===== src/include/cpu_defines.svh =====
`ifndef CPU_DEFINES_SVH
`define CPU_DEFINES_SVH

// word and bus width
`define CPU_DATA_W 32

// register file addressing
`define CPU_REG_AW 5
`define CPU_REG_SP 31 // stack pointer lives in the top register

// architectural reset values
`define CPU_RESET_PC 32'h0000_0000
`define CPU_RESET_SP 32'h0000_1000 // stack grows down from here

`endif


===== src/hw/cpu_pkg.sv =====
`default_nettype none

`include "cpu_defines.svh"

package cpu_pkg;

  typedef enum logic [3:0] {
    fetch_ir = 4'h0,
    eval_ir  = 4'h1,
    fault    = 4'h4
  } state_e;

  // only register mode executes, the rest are named so they can fault
  typedef enum logic [2:0] {
    mode_reg    = 3'h0,
    mode_regind = 3'h1,
    mode_imm    = 3'h2,
    mode_dir    = 3'h4
  } mode_e;

  typedef enum logic [7:0] {
    op_nop      = 8'h00,
    op_cmp      = 8'h02,
    op_inc      = 8'h03,
    op_dec      = 8'h04,
    op_push     = 8'h05,
    op_pop      = 8'h06,
    op_mov      = 8'h07,
    op_com      = 8'h08,
    op_neg      = 8'h09,
    op_alu_base = 8'h20, // low 3 bits pick the alu function
    op_int_base = 8'h30  // 0x31..0x35
  } opcode_e;

  typedef enum logic [2:0] {
    alu_and  = 3'h0,
    alu_or   = 3'h1,
    alu_add  = 3'h2,
    alu_sub  = 3'h3,
    alu_xor  = 3'h4,
    alu_shl  = 3'h5,
    alu_shr  = 3'h6,
    alu_pass = 3'h7
  } alu_func_e;

  typedef enum logic [2:0] {
    int_none = 3'h0,
    int_mulu = 3'h1,
    int_muls = 3'h2,
    int_divu = 3'h4,
    int_divs = 3'h5,
    int_rem  = 3'h6
  } int_func_e;

  typedef enum logic [1:0] {alu2_rb, alu2_one, alu2_four} alu2_sel_e;
  typedef enum logic [2:0] {reg_alu, reg_mdr, reg_neg, reg_com, reg_rb} reg_src_e;
  typedef enum logic [1:0] {mdr_hold, mdr_bus, mdr_rb, mdr_int} mdr_src_e;
  typedef enum logic [1:0] {mar_hold, mar_alu, mar_sp} mar_src_e;

  typedef struct packed {
    logic                   ir_write;
    logic                   ccr_write;
    alu_func_e              alu_func;
    alu2_sel_e              alu2_sel;
    int_func_e              int_func;
    reg_src_e               reg_src;
    logic [`CPU_REG_AW-1:0] reg_read_addr1;
    logic [`CPU_REG_AW-1:0] reg_read_addr2;
    logic [`CPU_REG_AW-1:0] reg_write_addr;
    logic                   reg_write;
    mdr_src_e               mdr_src;
    mar_src_e               mar_src;
    logic                   pc_inc;
    logic                   addr_from_pc; // bus address from pc, else mar path
  } ctrl_word_t;

endpackage

`default_nettype wire


===== src/hw/cpu_control.sv =====
`timescale 1ns/1ps
`default_nettype none

`include "cpu_defines.svh"

module cpu_control (
  input  wire                    clock,
  input  wire                    reset_n,
  input  wire  [`CPU_DATA_W-1:0] ir,
  input  wire  [3:0]             ccr,       // n z c v from datapath
  input  wire                    bus_wait,
  output cpu_pkg::ctrl_word_t    ctrl,
  output logic                   bus_read,
  output logic                   bus_write,
  output logic [3:0]             byteenable,
  output logic                   fault
);

  logic [2:0]             ir_mode;
  logic [7:0]             ir_op;
  logic [`CPU_REG_AW-1:0] ir_ra;
  logic [`CPU_REG_AW-1:0] ir_rb;
  logic [`CPU_REG_AW-1:0] ir_rc;
  cpu_pkg::state_e        state;
  cpu_pkg::state_e        state_next;
  logic [2:0]             seq;
  logic [2:0]             seq_next;
  cpu_pkg::int_func_e     int_sel;

  assign ir_mode = ir[31:29];
  assign ir_op   = ir[28:21];
  assign ir_ra   = ir[20:16];
  assign ir_rb   = ir[15:11];
  assign ir_rc   = ir[10:6];

  assign byteenable = 4'b1111; // word accesses only
  assign fault      = (state == cpu_pkg::fault);

  // IR clears to a nop, so the first state after reset is an idle eval step
  always_ff @(posedge clock or negedge reset_n) begin
    if (!reset_n) begin
      state <= cpu_pkg::eval_ir;
      seq   <= '0;
    end else begin
      state <= state_next;
      seq   <= seq_next;
    end
  end

  always_comb begin
    case (ir_op[3:0])
      4'h1: int_sel = cpu_pkg::int_mulu;
      4'h2: int_sel = cpu_pkg::int_muls;
      4'h3: int_sel = cpu_pkg::int_divu;
      4'h4: int_sel = cpu_pkg::int_divs;
      4'h5: int_sel = cpu_pkg::int_rem;
      default: int_sel = cpu_pkg::int_none;
    endcase
  end

  always_comb begin
    state_next          = state;
    seq_next            = seq;
    bus_read            = 1'b0;
    bus_write           = 1'b0;
    ctrl.ir_write       = 1'b0;
    ctrl.ccr_write      = 1'b0;
    ctrl.alu_func       = cpu_pkg::alu_add;
    ctrl.alu2_sel       = cpu_pkg::alu2_rb;
    ctrl.int_func       = int_sel;
    ctrl.reg_src        = cpu_pkg::reg_alu;
    ctrl.reg_read_addr1 = ir_ra;
    ctrl.reg_read_addr2 = ir_rb;
    ctrl.reg_write_addr = ir_ra;
    ctrl.reg_write      = 1'b0;
    ctrl.mdr_src        = cpu_pkg::mdr_hold;
    ctrl.mar_src        = cpu_pkg::mar_hold;
    ctrl.pc_inc         = 1'b0;
    ctrl.addr_from_pc   = 1'b0;
    case (state)
      cpu_pkg::fetch_ir: begin
        ctrl.addr_from_pc = 1'b1;
        case (seq)
          3'd0: begin
            bus_read = 1'b1;
            if (!bus_wait) begin
              seq_next = 3'd1;
            end
          end
          3'd1: begin
            bus_read      = 1'b1; // data cycle
            ctrl.ir_write = 1'b1;
            seq_next      = 3'd2;
          end
          3'd2: begin
            ctrl.pc_inc = 1'b1;
            seq_next    = 3'd0;
            state_next  = cpu_pkg::eval_ir;
          end
          default: state_next = cpu_pkg::fault;
        endcase
      end
      cpu_pkg::eval_ir: begin
        if (ir_mode != cpu_pkg::mode_reg) begin
          state_next = cpu_pkg::fault;
        end else if ({ir_op[7:4], 4'h0} == cpu_pkg::op_alu_base) begin
          ctrl.alu_func       = cpu_pkg::alu_func_e'(ir_op[2:0]);
          ctrl.reg_read_addr1 = ir_rb; // rA <= rB op rC
          ctrl.reg_read_addr2 = ir_rc;
          if (seq == 3'd0) begin
            seq_next = 3'd1; // let the alu settle
          end else begin
            ctrl.reg_write = 1'b1;
            seq_next       = 3'd0;
            state_next     = cpu_pkg::fetch_ir;
          end
        end else if ({ir_op[7:4], 4'h0} == cpu_pkg::op_int_base) begin
          ctrl.reg_read_addr1 = ir_rb;
          ctrl.reg_read_addr2 = ir_rc;
          if (int_sel == cpu_pkg::int_none) begin
            state_next = cpu_pkg::fault;
          end else begin
            case (seq)
              3'd6: begin
                ctrl.mdr_src = cpu_pkg::mdr_int; // result has settled
                seq_next     = 3'd7;
              end
              3'd7: begin
                ctrl.reg_src   = cpu_pkg::reg_mdr;
                ctrl.reg_write = 1'b1;
                seq_next       = 3'd0;
                state_next     = cpu_pkg::fetch_ir;
              end
              default: seq_next = seq + 3'd1;
            endcase
          end
        end else begin
          case (ir_op)
            cpu_pkg::op_nop: state_next = cpu_pkg::fetch_ir;
            cpu_pkg::op_cmp: begin
              ctrl.alu_func  = cpu_pkg::alu_sub; // flags of rA - rB
              ctrl.ccr_write = 1'b1;
              state_next     = cpu_pkg::fetch_ir;
            end
            cpu_pkg::op_inc, cpu_pkg::op_dec: begin
              ctrl.alu_func  = (ir_op == cpu_pkg::op_dec) ? cpu_pkg::alu_sub : cpu_pkg::alu_add;
              ctrl.alu2_sel  = cpu_pkg::alu2_one;
              ctrl.reg_write = 1'b1;
              state_next     = cpu_pkg::fetch_ir;
            end
            cpu_pkg::op_push: begin
              ctrl.reg_read_addr1 = `CPU_REG_SP;
              ctrl.alu_func       = cpu_pkg::alu_sub;
              ctrl.alu2_sel       = cpu_pkg::alu2_four;
              ctrl.reg_read_addr2 = ir_ra;
              case (seq)
                3'd0: begin
                  ctrl.mar_src = cpu_pkg::mar_alu; // mar <= sp - 4
                  ctrl.mdr_src = cpu_pkg::mdr_rb;  // mdr <= rA
                  seq_next     = 3'd1;
                end
                3'd1: begin
                  bus_write = 1'b1;
                  if (!bus_wait) begin
                    seq_next = 3'd2;
                  end
                end
                default: begin
                  ctrl.reg_write_addr = `CPU_REG_SP; // sp <= sp - 4
                  ctrl.reg_write      = 1'b1;
                  seq_next            = 3'd0;
                  state_next          = cpu_pkg::fetch_ir;
                end
              endcase
            end
            cpu_pkg::op_pop: begin
              ctrl.reg_read_addr1 = `CPU_REG_SP;
              ctrl.alu2_sel       = cpu_pkg::alu2_four;
              case (seq)
                3'd0: begin
                  bus_read     = 1'b1;
                  ctrl.mar_src = cpu_pkg::mar_sp; // address bypasses mar
                  if (!bus_wait) begin
                    seq_next = 3'd1;
                  end
                end
                3'd1: begin
                  bus_read            = 1'b1;
                  ctrl.mdr_src        = cpu_pkg::mdr_bus;
                  ctrl.reg_write_addr = `CPU_REG_SP; // sp <= sp + 4
                  ctrl.reg_write      = 1'b1;
                  seq_next            = 3'd2;
                end
                default: begin
                  ctrl.reg_src   = cpu_pkg::reg_mdr;
                  ctrl.reg_write = 1'b1;
                  seq_next       = 3'd0;
                  state_next     = cpu_pkg::fetch_ir;
                end
              endcase
            end
            cpu_pkg::op_mov, cpu_pkg::op_com, cpu_pkg::op_neg: begin
              if (ir_op == cpu_pkg::op_mov) begin
                ctrl.reg_src = cpu_pkg::reg_rb;
              end else if (ir_op == cpu_pkg::op_com) begin
                ctrl.reg_src = cpu_pkg::reg_com;
              end else begin
                ctrl.reg_src = cpu_pkg::reg_neg;
              end
              ctrl.reg_write = 1'b1;
              state_next     = cpu_pkg::fetch_ir;
            end
            default: state_next = cpu_pkg::fault;
          endcase
        end
      end
      default: state_next = cpu_pkg::fault; // fault holds until reset
    endcase
  end

endmodule

`default_nettype wire


===== config.mk =====
export PLATFORM = sky130hd
export DESIGN_NAME = cpu_control
export DESIGN_NICKNAME = d
export VERILOG_FILES = /design/src/hw/cpu_pkg.sv /design/src/hw/cpu_control.sv
export VERILOG_INCLUDE_DIRS = /design/src /design/src/include
export SDC_FILE = /design/constraint.sdc
export NUM_CORES = 1
export LEC_CHECK = 0
export BUFFER_PORTS_ARGS = -buffer_cell sky130_fd_sc_hd__buf_4
export CELL_PAD_IN_SITES_DETAIL_PLACEMENT = 0
export CELL_PAD_IN_SITES_GLOBAL_PLACEMENT = 2
export CORE_MARGIN = 2
export CORE_UTILIZATION = 21
export CTS_CLUSTER_DIAMETER = 30
export DETAILED_ROUTE_END_ITERATION = 7
export GPL_ROUTABILITY_DRIVEN = 0
export PLACE_DENSITY_LB_ADDON = 0.15
export RECOVER_POWER = 25
export SYNTH_ARGS = -nofsm -noshare
export SYNTH_HDL_FRONTEND = slang
export SYNTH_SLANG_ARGS = --single-unit

===== constraint.sdc =====
create_clock -name clock -period 5.6 [get_ports clock]
set_input_delay 0.84 -clock clock [delete_from_list [all_inputs] [get_ports clock]]
set_output_delay 0.84 -clock clock [all_outputs]
set_load 0.02 [all_outputs]

Yosys cells after proc, flatten, opt, wreduce, memory -nomap -nowiden
Index checks and enable logic that the tools add are counted.
Cells by class
  $add $sub $neg: 1
  eq/ne operators: 30
  muxes and demuxes: 80
  reductions and logical operators: 15
Operator list (count)
  two-way mux 23 bit: 2
  two-way mux 4 bit: 9
  case mux 3 bit (2 select lines): 6
  two-way mux 3 bit: 11
  == test 8 x 3 -> 1 bit (second input constant): 4
  case mux 4 bit (2 select lines): 4
  two-way mux 1 bit: 25
  two-way mux 5 bit: 5
  two-way mux 6 bit: 4
  == test 4 x 2 -> 1 bit (second input constant): 4
  == test 8 x 2 -> 1 bit (second input constant): 2
  == test 8 x 4 -> 1 bit (second input constant): 2
  case mux 3 bit (5 select lines): 1
  two-way mux 13 bit: 1
  == test 4 x 3 -> 1 bit (second input constant): 3
  != test 6 bit (second input constant): 2
  two-way mux 10 bit: 1
  two-way mux 2 bit: 5
  case mux 5 bit (2 select lines): 1
  case mux 3 bit (3 select lines): 1
  == test 4 x 1 -> 1 bit (second input constant): 2
  logical NOT 8 bit: 1
  != test 4 bit (second input constant): 2
  OR reduction 2 bit: 4
  20 further kinds: 24
Storage, ports and cells
  register bits: 7

Depth between registers and ports, before layout
Gate-level depths: netlist of the first run.
  depth in word-level cells: 8
  depth in mapped cells: 7

Least setup slack after synthesis of the first run
Ideal clock, no wire load.
  path kind: in2out
  from: input ir[28]
  to: output ctrl[12] (netlist name)
  arrival: 2.599 ns
  path slack: 2.161 ns
  stages on the path: 7
  cell sequence: or4_1 > buf_2 > or3_1 > buf_6 > a21oi_2 > nor2_1 > a21oi_1
RTL lines
  start, declared: RTL line cpu_control.sv:9  | input wire [`CPU_DATA_W-1:0] ir,
  end, declared: RTL line cpu_control.sv:12  | output cpu_pkg::ctrl_word_t ctrl,

==> summary.txt, run 1 <==
Clock network
  • H-tree depth: 1
  • Post-CTS setup buffers: 0
  • Clk slew on worst S/H paths: 0.04 ns
  • Clk Latency, worst-skew pair: 0.22 ns
  • CTS Root Cell: clkbuf_8
  • Clock buffer count from CTS: 3
  • CTS sink count: 5
  • Hold Buf Count CTS: 0
  • CTS tree: yes
  • Post_cts resized: 0
  • CTS Buffer Depth: 2

Critical path
  • Maximum net fanout on the critical path: 10
  • CP Launch Type: input pin
  • Worst path arrival time: 2.98 ns
  • Critical path origin: ir[28]
  • Crit path kind: in -> out
  • Req. time, crit path: 4.76 ns
  • Crit. End Element: output port
  • Reg2reg start: state[0]

Placed design
  • DP HPWL: 3.91 mm
  • Port-buffer cells: 66
  • Place WS: 1.77 ns

Power and ir drop
  • Lkg Pwr: 0.000704 uW
  • PD cells: 97.5 nW/um^2
  • Peak supply drop: 0.0000806 V

Worst hold path
  • HP Class: in -> async

Synth
  • Top-count cell post-synth: nor2_1
  • Top-area cell type share of the netlist area: 8.20%
  • Area leader, netlist: dfrtp_1
  • Post-synth ARST share: 100%
  • Avg Inst Size Synth: 6.43 sq um
  • Syn. warnings: 0
  • Area contributors post-synth: dfrtp_1 8.2%, nor2_1 7.1%, a21oi_1 6.6%
  • Post-synthesis register bit count: 5
  • Synth cell count leaders: 23 x nor2_1, 18 x nand2_1, 16 x a21oi_1, 11 x nand2b_1, 11 x o21ai_0
  • Ys flop type: dfrtp_1
  • Synthesized area: 1220 sq um
  • Post-synth EDFFs: 0
  • Sequential area share after synthesis: 10.3%
  • Synth Instances: 190
  • Synth unique cells: 46

Detailed routing
  • Routed via count: 1,605
  • Initial DRC count: 62
  • Post-DRT Antenna Nets: 0
  • Vias per cell: 5.00
  • DR DRC count: 0
  • Routed WL: 4.92 mm
  • Routed WL per cell: 15.3 um
  • DRT Pass-1 Iters: 4

Global routing
  • Number of global-route vias before repair: 1,591
  • GRT overflow: 0
  • Initial antenna violation count: 0
  • GRT Util Overall: 15.0%
  • First-pass GRT wire length: 7.65 mm
  • Largest net degree at the start of global routing: 16

STA
  • Clock Skew: 0.00323 ns
  • RSZ-0062 raised after global routing: no
  • PnR worst setup slack: 1.78 ns
  • Fmax: 262 MHz
  • Max-slew headroom: 49.9%
  • Max Slew Vio Count: 0
  • Final setup viols: 0
  • Tightest Pin Transition: 0.749 ns
  • Final Hold Viols: 0
  • Min cycle time layout: 3.82 ns
  • Period utilisation layout: 68.2%
  • Setup TNS Final: 0 ns

Finish
  • Antenna cell count: 0
  • FILL cells: 655
  • Nets: 294
  • Syn-to-layout area delta: 44.5%
  • Layout cells sized above 1: 31.3%

Die
  • I/O Pins: 81
  • Die Height: 80.3 um
  • Core ar.: 5570 sq um
  • Num rows: 27
  • Area of the die: 6440 sq um
  • Die width: 80.3 um
  • Initial Utilization: 21.9%

Status
  • Outcome: finished clean

Job
  • Max Cap Viol: 0
==> critical path: stages <==
cell and delay, ns:
buf_4 0.12, or4_1 0.67, or3_1 0.64, a21oi_2 0.34
nor2_1 0.07, a21oi_1 0.14, buf_4 0.16
==> final timing paths <==
path                       cells after the start  slack [ns]       end
max                                            7        1.78  ctrl[14]
min                                            1        0.47  state[2]
max reg2reg                                    5        3.10  state[0]
min reg2reg                                    1        0.57  state[2]
max in group asynchronous                      1        4.86  state[0]
min in group clock                             1        0.57  state[2]
==> where the power goes <==
group | switching [uW] | total [uW] | internal (uW)
logic | 38.0 | 68.4 | 30.4
registers | 0.0491 | 36.4 | 36.4
clock network | 18.3 | 67.2 | 48.9
total | 56.4 | 172 | 116
==> routing by layer <==
layer,share of wire (%),global-route usage [%]
met4,0.43,1.19
met1,45,19.2
met5,0,0
met2,47,26.7
met3,6.8,3.48
==> placed cells by master, fill, tap and decap left out, types with 2 or more instances in the layout <==
cell and n:
buf_4 60, nor2_1 23, nand2_1 18, a21oi_1 16
nand2b_1 11, o21ai_0 11, nor3_1 10, or2_2 7
clkbuf_1 7, a31oi_1 6, o22a_1 6, inv_1 5
nor2b_1 5, nand3_1 5, o22ai_1 5, ha_1 5
or3_1 4, nor4_1 4, conb_1 4, dfrtp_1 4
a32o_1 3, clkbuf_8 3, a211oi_1 2, a21o_1 2
mux2_1 2
==> logic make-up (layout without fill, tap and decap cells) <==
family                     after synthesis  count (layout)  share of synthesized area, %
AOI/OAI and AO/OA                       59              59                          31.3
xor gates and xnor gates                 1               1                         0.717
adders and majority gates                5               5                          5.12
buffers and inverters                   19              75                          7.79
DFF                                      5               5                          10.3
muxes                                    3               3                          2.77
other                                    1               4                         0.307
and+or+nand+nor                         97              97                          41.7
==> flip-flops by register name (all words and copies together) (netlist names) <==
register  count
state         2
seq           3
==> stage by stage <==
stage	cells	total power, uW	cell area (sq um)	hold WS [ns]	utilization, %
after floorplan	193	74.6	1230	0.515	-
after global placement	317	107	1740	0.555	31.2
after detailed placement	317	107	1740	0.555	31.2
after CTS	321	175	1790	0.411	32.1
after global routing	321	183	1760	0.478	31.6
final	321	172	1760	0.468	31.6
==> final cells by class <==
class / instances / area [sq um] / share of cell area, %
clock buffer: 4 / 45.0 / 2.55
inverter: 5 / 18.8 / 1.06
multi-input combinational: 169 / 1010 / 57.3
sequential: 5 / 126 / 7.16
tap: 72 / 90.1 / 5.11
timing repair buffer: 66 / 473 / 26.8
Note: power is estimated with default switching activity, not from simulation.
==> run 2, diff against run 1 <==
Settings changed: CORE_UTILIZATION 21 to 20.
Clock period 5.6 ns to 3.7 ns, I/O delays scaled along.
==> summary.txt, run 2 (synthesis gave the netlist of run 1 again) <==
Die
  • Die width: 82.1 um
  • Initial Utilization: 20.6%
  • Area of the die: 6750 sq um
  • Core ar.: 5920 sq um
  • I/O Pins: 81
  • Die Height: 82.1 um
  • Num rows: 28

Clock network
  • Hold Buf Count CTS: 0
  • CTS sink count: 5
  • Clk slew on worst S/H paths: 0.04 ns
  • Clock buffer count from CTS: 3
  • CTS tree: yes
  • CTS Root Cell: clkbuf_8
  • CTS Buffer Depth: 2
  • Post-CTS setup buffers: 0
  • Clk Latency, worst-skew pair: 0.22 ns
  • Post_cts resized: 0
  • H-tree depth: 1

Power and ir drop
  • Peak supply drop: 0.0000974 V
  • Combinational Power Share: 40.1%
  • Clk pwr share: 38.8%
  • Net switching power: 85.7 uW
  • Switching portion of total power: 32.8%
  • Share of power burned in registers: 21.1%
  • Lkg Pwr: 0.000730 uW
  • PD cells: 145 nW/um^2
  • Internal: 176 uW

Critical path
  • Worst path arrival time: 2.55 ns
  • Slowest Stage Delay on Critical Path: 0.67 ns
  • Maximum net fanout on the critical path: 8
  • Req. time, crit path: 3.14 ns
  • Worst R2R Setup Slack: 1.48 ns
  • Cell mode on critical path: buf_4
  • Crit path kind: in -> out
  • Crit-path cells: buf_4, or4_1, nor2_1, nand2_1, a21oi_1, o22a_1, buf_4
  • Critical path origin: ir[28]
  • Reg2reg start: state[0]
  • Crit. End Element: output port
  • CP Launch Type: input pin
  • RR Endpoint: state[0]
  • Slowest cell on crit path: or4_1
  • Reg2Reg Depth: 5

Detailed routing
  • Post-DRT Antenna Nets: 0
  • Routed WL: 4.93 mm
  • DR DRC count: 0
  • Initial DRC count: 67
  • Routed WL per cell: 15.0 um
  • Routed via count: 1,601
  • DRT Pass-1 Iters: 4
  • Vias per cell: 4.87

STA
  • Final setup viols: 0
  • Tightest Pin Transition: 0.651 ns
  • PnR worst setup slack: 0.599 ns
  • Clock Skew: 0.00296 ns
  • Min cycle time layout: 3.10 ns
  • Max Slew Vio Count: 0
  • Final Hold Viols: 0
  • Period utilisation layout: 83.8%
  • Fmax: 323 MHz
  • RSZ-0062 raised after global routing: no
  • Setup TNS Final: 0 ns
  • Max-slew headroom: 56.4%

Status
  • Outcome: finished clean

Global routing
  • First-pass GRT wire length: 7.56 mm
  • GRT overflow: 0
  • Largest net degree at the start of global routing: 16
  • Initial antenna violation count: 0
  • GRT Util Overall: 14.3%
  • Number of global-route vias before repair: 1,516

Placed design
  • Port-buffer cells: 66
  • DP HPWL: 4.00 mm
  • Place WS: 0.606 ns

Finish
  • Syn-to-layout area delta: 47.8%
  • Nets: 299
  • Max reg flops: 3
  • Biggest regs: seq x3, state x2
  • Antenna cell count: 0
  • Most common library cell in the layout ignoring fill and taps: buf_4
  • Most frequent cells in the layout: 65 x buf_4, 23 x nor2_1, 18 x nand2_1
  • Layout cells sized above 1: 32.7%
  • Most flops, register: seq

Job
  • Max Cap Viol: 0

Worst hold path
  • HP Class: in -> async
==> run 2: layout make-up <==
| type | instances | area [sq um] |
|---|---|---|
| fill | 688 | 4120 |
| clock buffer | 4 | 45.0 |
| sequential | 5 | 126 |
| timing repair buffer | 71 | 510 |
| tap | 75 | 93.8 |
| inverter | 5 | 18.8 |
| multi-input combinational | 169 | 1010 |
==> run 2: worst max path at each step <==
| stage | to | slack (ns) |
|---|---|---|
| global route | ctrl[19] | 0.39 |
| floorplan | ctrl[12] | 0.83 |
| detailed placement | ctrl[17] | 0.61 |
| finish | ctrl[19] | 0.60 |
| global placement | ctrl[19] | 0.59 |
| CTS | ctrl[17] | 0.60 |
==> run 2: critical path: cells and delay by family <==
kind	cells	cell delay (ns)
AOI/OAI and AO/OA	2	0.60
buffers and inverters	2	0.25
and+or+nand+nor	3	1.12
==> run 2: metrics by stage <==
stage / cells / util (%) / hold WS [ns] / total power [uW] / area (sq um)
floorplan: 193 / - / 0.259 / 113 / 1230
finish: 329 / 30.5 / 0.171 / 261 / 1810
detailed placement: 325 / 30.1 / 0.359 / 163 / 1780
CTS: 329 / 30.9 / 0.118 / 268 / 1830
global placement: 325 / 30.1 / 0.358 / 164 / 1780
global route: 329 / 30.5 / 0.193 / 277 / 1810
==> run 2: power groups by stage <==
stage / clock, uW / combinational [uW] / sequential [uW]
5_1_grt: 108 / 115 / 55.1
3_3_place_gp: 0 / 108 / 55.8
3_5_place_dp: 0 / 107 / 55.8
2_1_floorplan: 0 / 57.1 / 55.8
6_report: 102 / 105 / 55.1
4_1_cts: 106 / 107 / 55.2
==> run 2: per-layer routing <==
metal	vias to the layer above	global-route usage (%)	share of wire [%]
li1	816	-	-
met1	720	20.3	47
met2	63	24.1	46
met3	2	1.85	6.5
met4	0	1.17	0.22
met5	-	0	0
==> run 3, diff against run 2 <==
Clock period 3.7 ns to 2.95 ns, I/O delays scaled along.
==> summary.txt, run 3 (synthesis gave the netlist of run 1 again) <==
Status
  • Outcome: finished clean

Critical path
  • CP Launch Type: input pin
  • Cell mode on critical path: buf_4
  • Crit path kind: in -> out
  • Req. time, crit path: 2.51 ns
  • Slowest cell on crit path: or4_1
  • Crit-path cells: buf_4, or4_1, nor2_1, nand2_1, a21oi_1, o22a_1, buf_4
  • Slowest Stage Delay on Critical Path: 0.61 ns
  • Maximum net fanout on the critical path: 5
  • Worst path arrival time: 2.38 ns
  • Crit. End Element: output port

Clock network
  • H-tree depth: 1
  • Post_cts resized: 0
  • Post-CTS setup buffers: 0
  • CTS Root Cell: clkbuf_8
  • Hold Buf Count CTS: 0
  • Clock buffer count from CTS: 3
  • Clk Latency, worst-skew pair: 0.23 ns
  • CTS Buffer Depth: 2
  • CTS sink count: 5
  • CTS tree: yes
  • Clk slew on worst S/H paths: 0.04 ns

STA
  • Period utilisation layout: 95.5%
  • Setup TNS Final: 0 ns
  • Final Hold Viols: 0
  • RSZ-0062 raised after global routing: no
  • Max-slew headroom: 62.4%
  • Fmax: 355 MHz
  • WHS: 0.0778 ns
  • Clock Skew: 0.00117 ns
  • Min cycle time layout: 2.82 ns
  • Max Slew Vio Count: 0
  • PnR worst setup slack: 0.131 ns
  • Final setup viols: 0
  • Tightest Pin Transition: 0.558 ns

Global routing
  • Initial antenna violation count: 0
  • First-pass GRT wire length: 7.71 mm
  • Number of global-route vias before repair: 1,567
  • GRT Util Overall: 14.7%
  • Largest net degree at the start of global routing: 15
  • GRT overflow: 0

Die
  • Area of the die: 6750 sq um
  • Die width: 82.1 um
  • I/O Pins: 81
  • Num rows: 28
  • Core ar.: 5920 sq um
  • Initial Utilization: 20.6%
  • Die Height: 82.1 um

Detailed routing
  • Initial DRC count: 65
  • DRT Pass-1 Iters: 6
  • Vias per cell: 4.86
  • Routed WL: 5.02 mm
  • DR DRC count: 0
  • Routed via count: 1,633
  • Routed WL per cell: 14.9 um
  • Post-DRT Antenna Nets: 0

Placed design
  • Port-buffer cells: 66
  • Placed cell count: 332
  • Place WS: 0.169 ns
  • DP HPWL: 4.11 mm

Finish
  • FILL cells: 689
  • Layout cells sized above 1: 34.1%
  • Most common library cell in the layout ignoring fill and taps: buf_4
  • Most frequent cells in the layout: 71 x buf_4, 23 x nor2_1, 18 x nand2_1
  • Antenna cell count: 0
  • Syn-to-layout area delta: 51.8%
  • Nets: 306
  • Most flops, register: seq
  • Biggest regs: seq x3, state x2
  • Max reg flops: 3
  • Layout Cells excl Fill: 336

Power and ir drop
  • Peak supply drop: 0.000120 V
  • Lkg Pwr: 0.000761 uW
  • PD cells: 180 nW/um^2

Job
  • Max Cap Viol: 0

Worst hold path
  • HP Class: in -> async
-- run 3: changes by cell type in the layout (fill, tap and decap cells not counted), sizes merged --
cell | previous run | this run
buf | 65 | 71
clkbuf | 10 | 11
-- run 3: per-stage QoR --
stage,power (uW),util [%],area [sq um]
finish,334,31.3,1850
global route,355,31.3,1850
CTS,342,31.8,1880
detailed placement,208,31.0,1840
global placement,210,31.0,1840
floorplan,142,-,1230
-- run 3: layout make-up --
cell class	count	area [sq um]	area share, %
Clock buffer	4	45.0	2.43
Multi-Input combinational cell	169	1010	54.5
Tap cell	75	93.8	5.06
Timing Repair Buffer	78	559	30.2
Sequential cell	5	126	6.82
Inverter	5	18.8	1.01
-- run 3: layer usage --
metal | share of wire, % | wire (um) | vias to the layer above | global-route usage, %
met1 | 47 | 2340 | 744 | 19.9
met2 | 46 | 2310 | 58 | 25.1
met3 | 6.8 | 340 | 4 | 2.17
met5 | 0 | 0 | - | 0
li1 | - | - | 827 | -
met4 | 0.48 | 24 | 0 | 2.00
-- run 3: worst max-delay path: cells and delay by family --
family | cells | cell delay [ns]
and+or+nand+nor | 3 | 1.01
buffers and inverters | 2 | 0.26
AOI/OAI and AO/OA | 2 | 0.65
-- run 3: report_power, final --
group	total [uW]	switching, uW	internal [uW]	leakage (uW)
clock	130	36.9	93.0	0.0000228
combinational	135	73.5	61.0	0.000677
sequential	69.1	0.0888	69.0	0.0000613
-- run 3: worst paths after layout --
kind	slack, ns	endpoint	cells after the start	start
min	0.08	state[2]	1	reset_n
min reg2reg	0.57	state[2]	1	state[2]
max in group asynchronous	2.59	state[0]	1	reset_n
min in group clock	0.57	state[2]	1	state[2]
max reg2reg	0.74	state[0]	7	state[0]
max	0.13	ctrl[19]	7	ir[28]
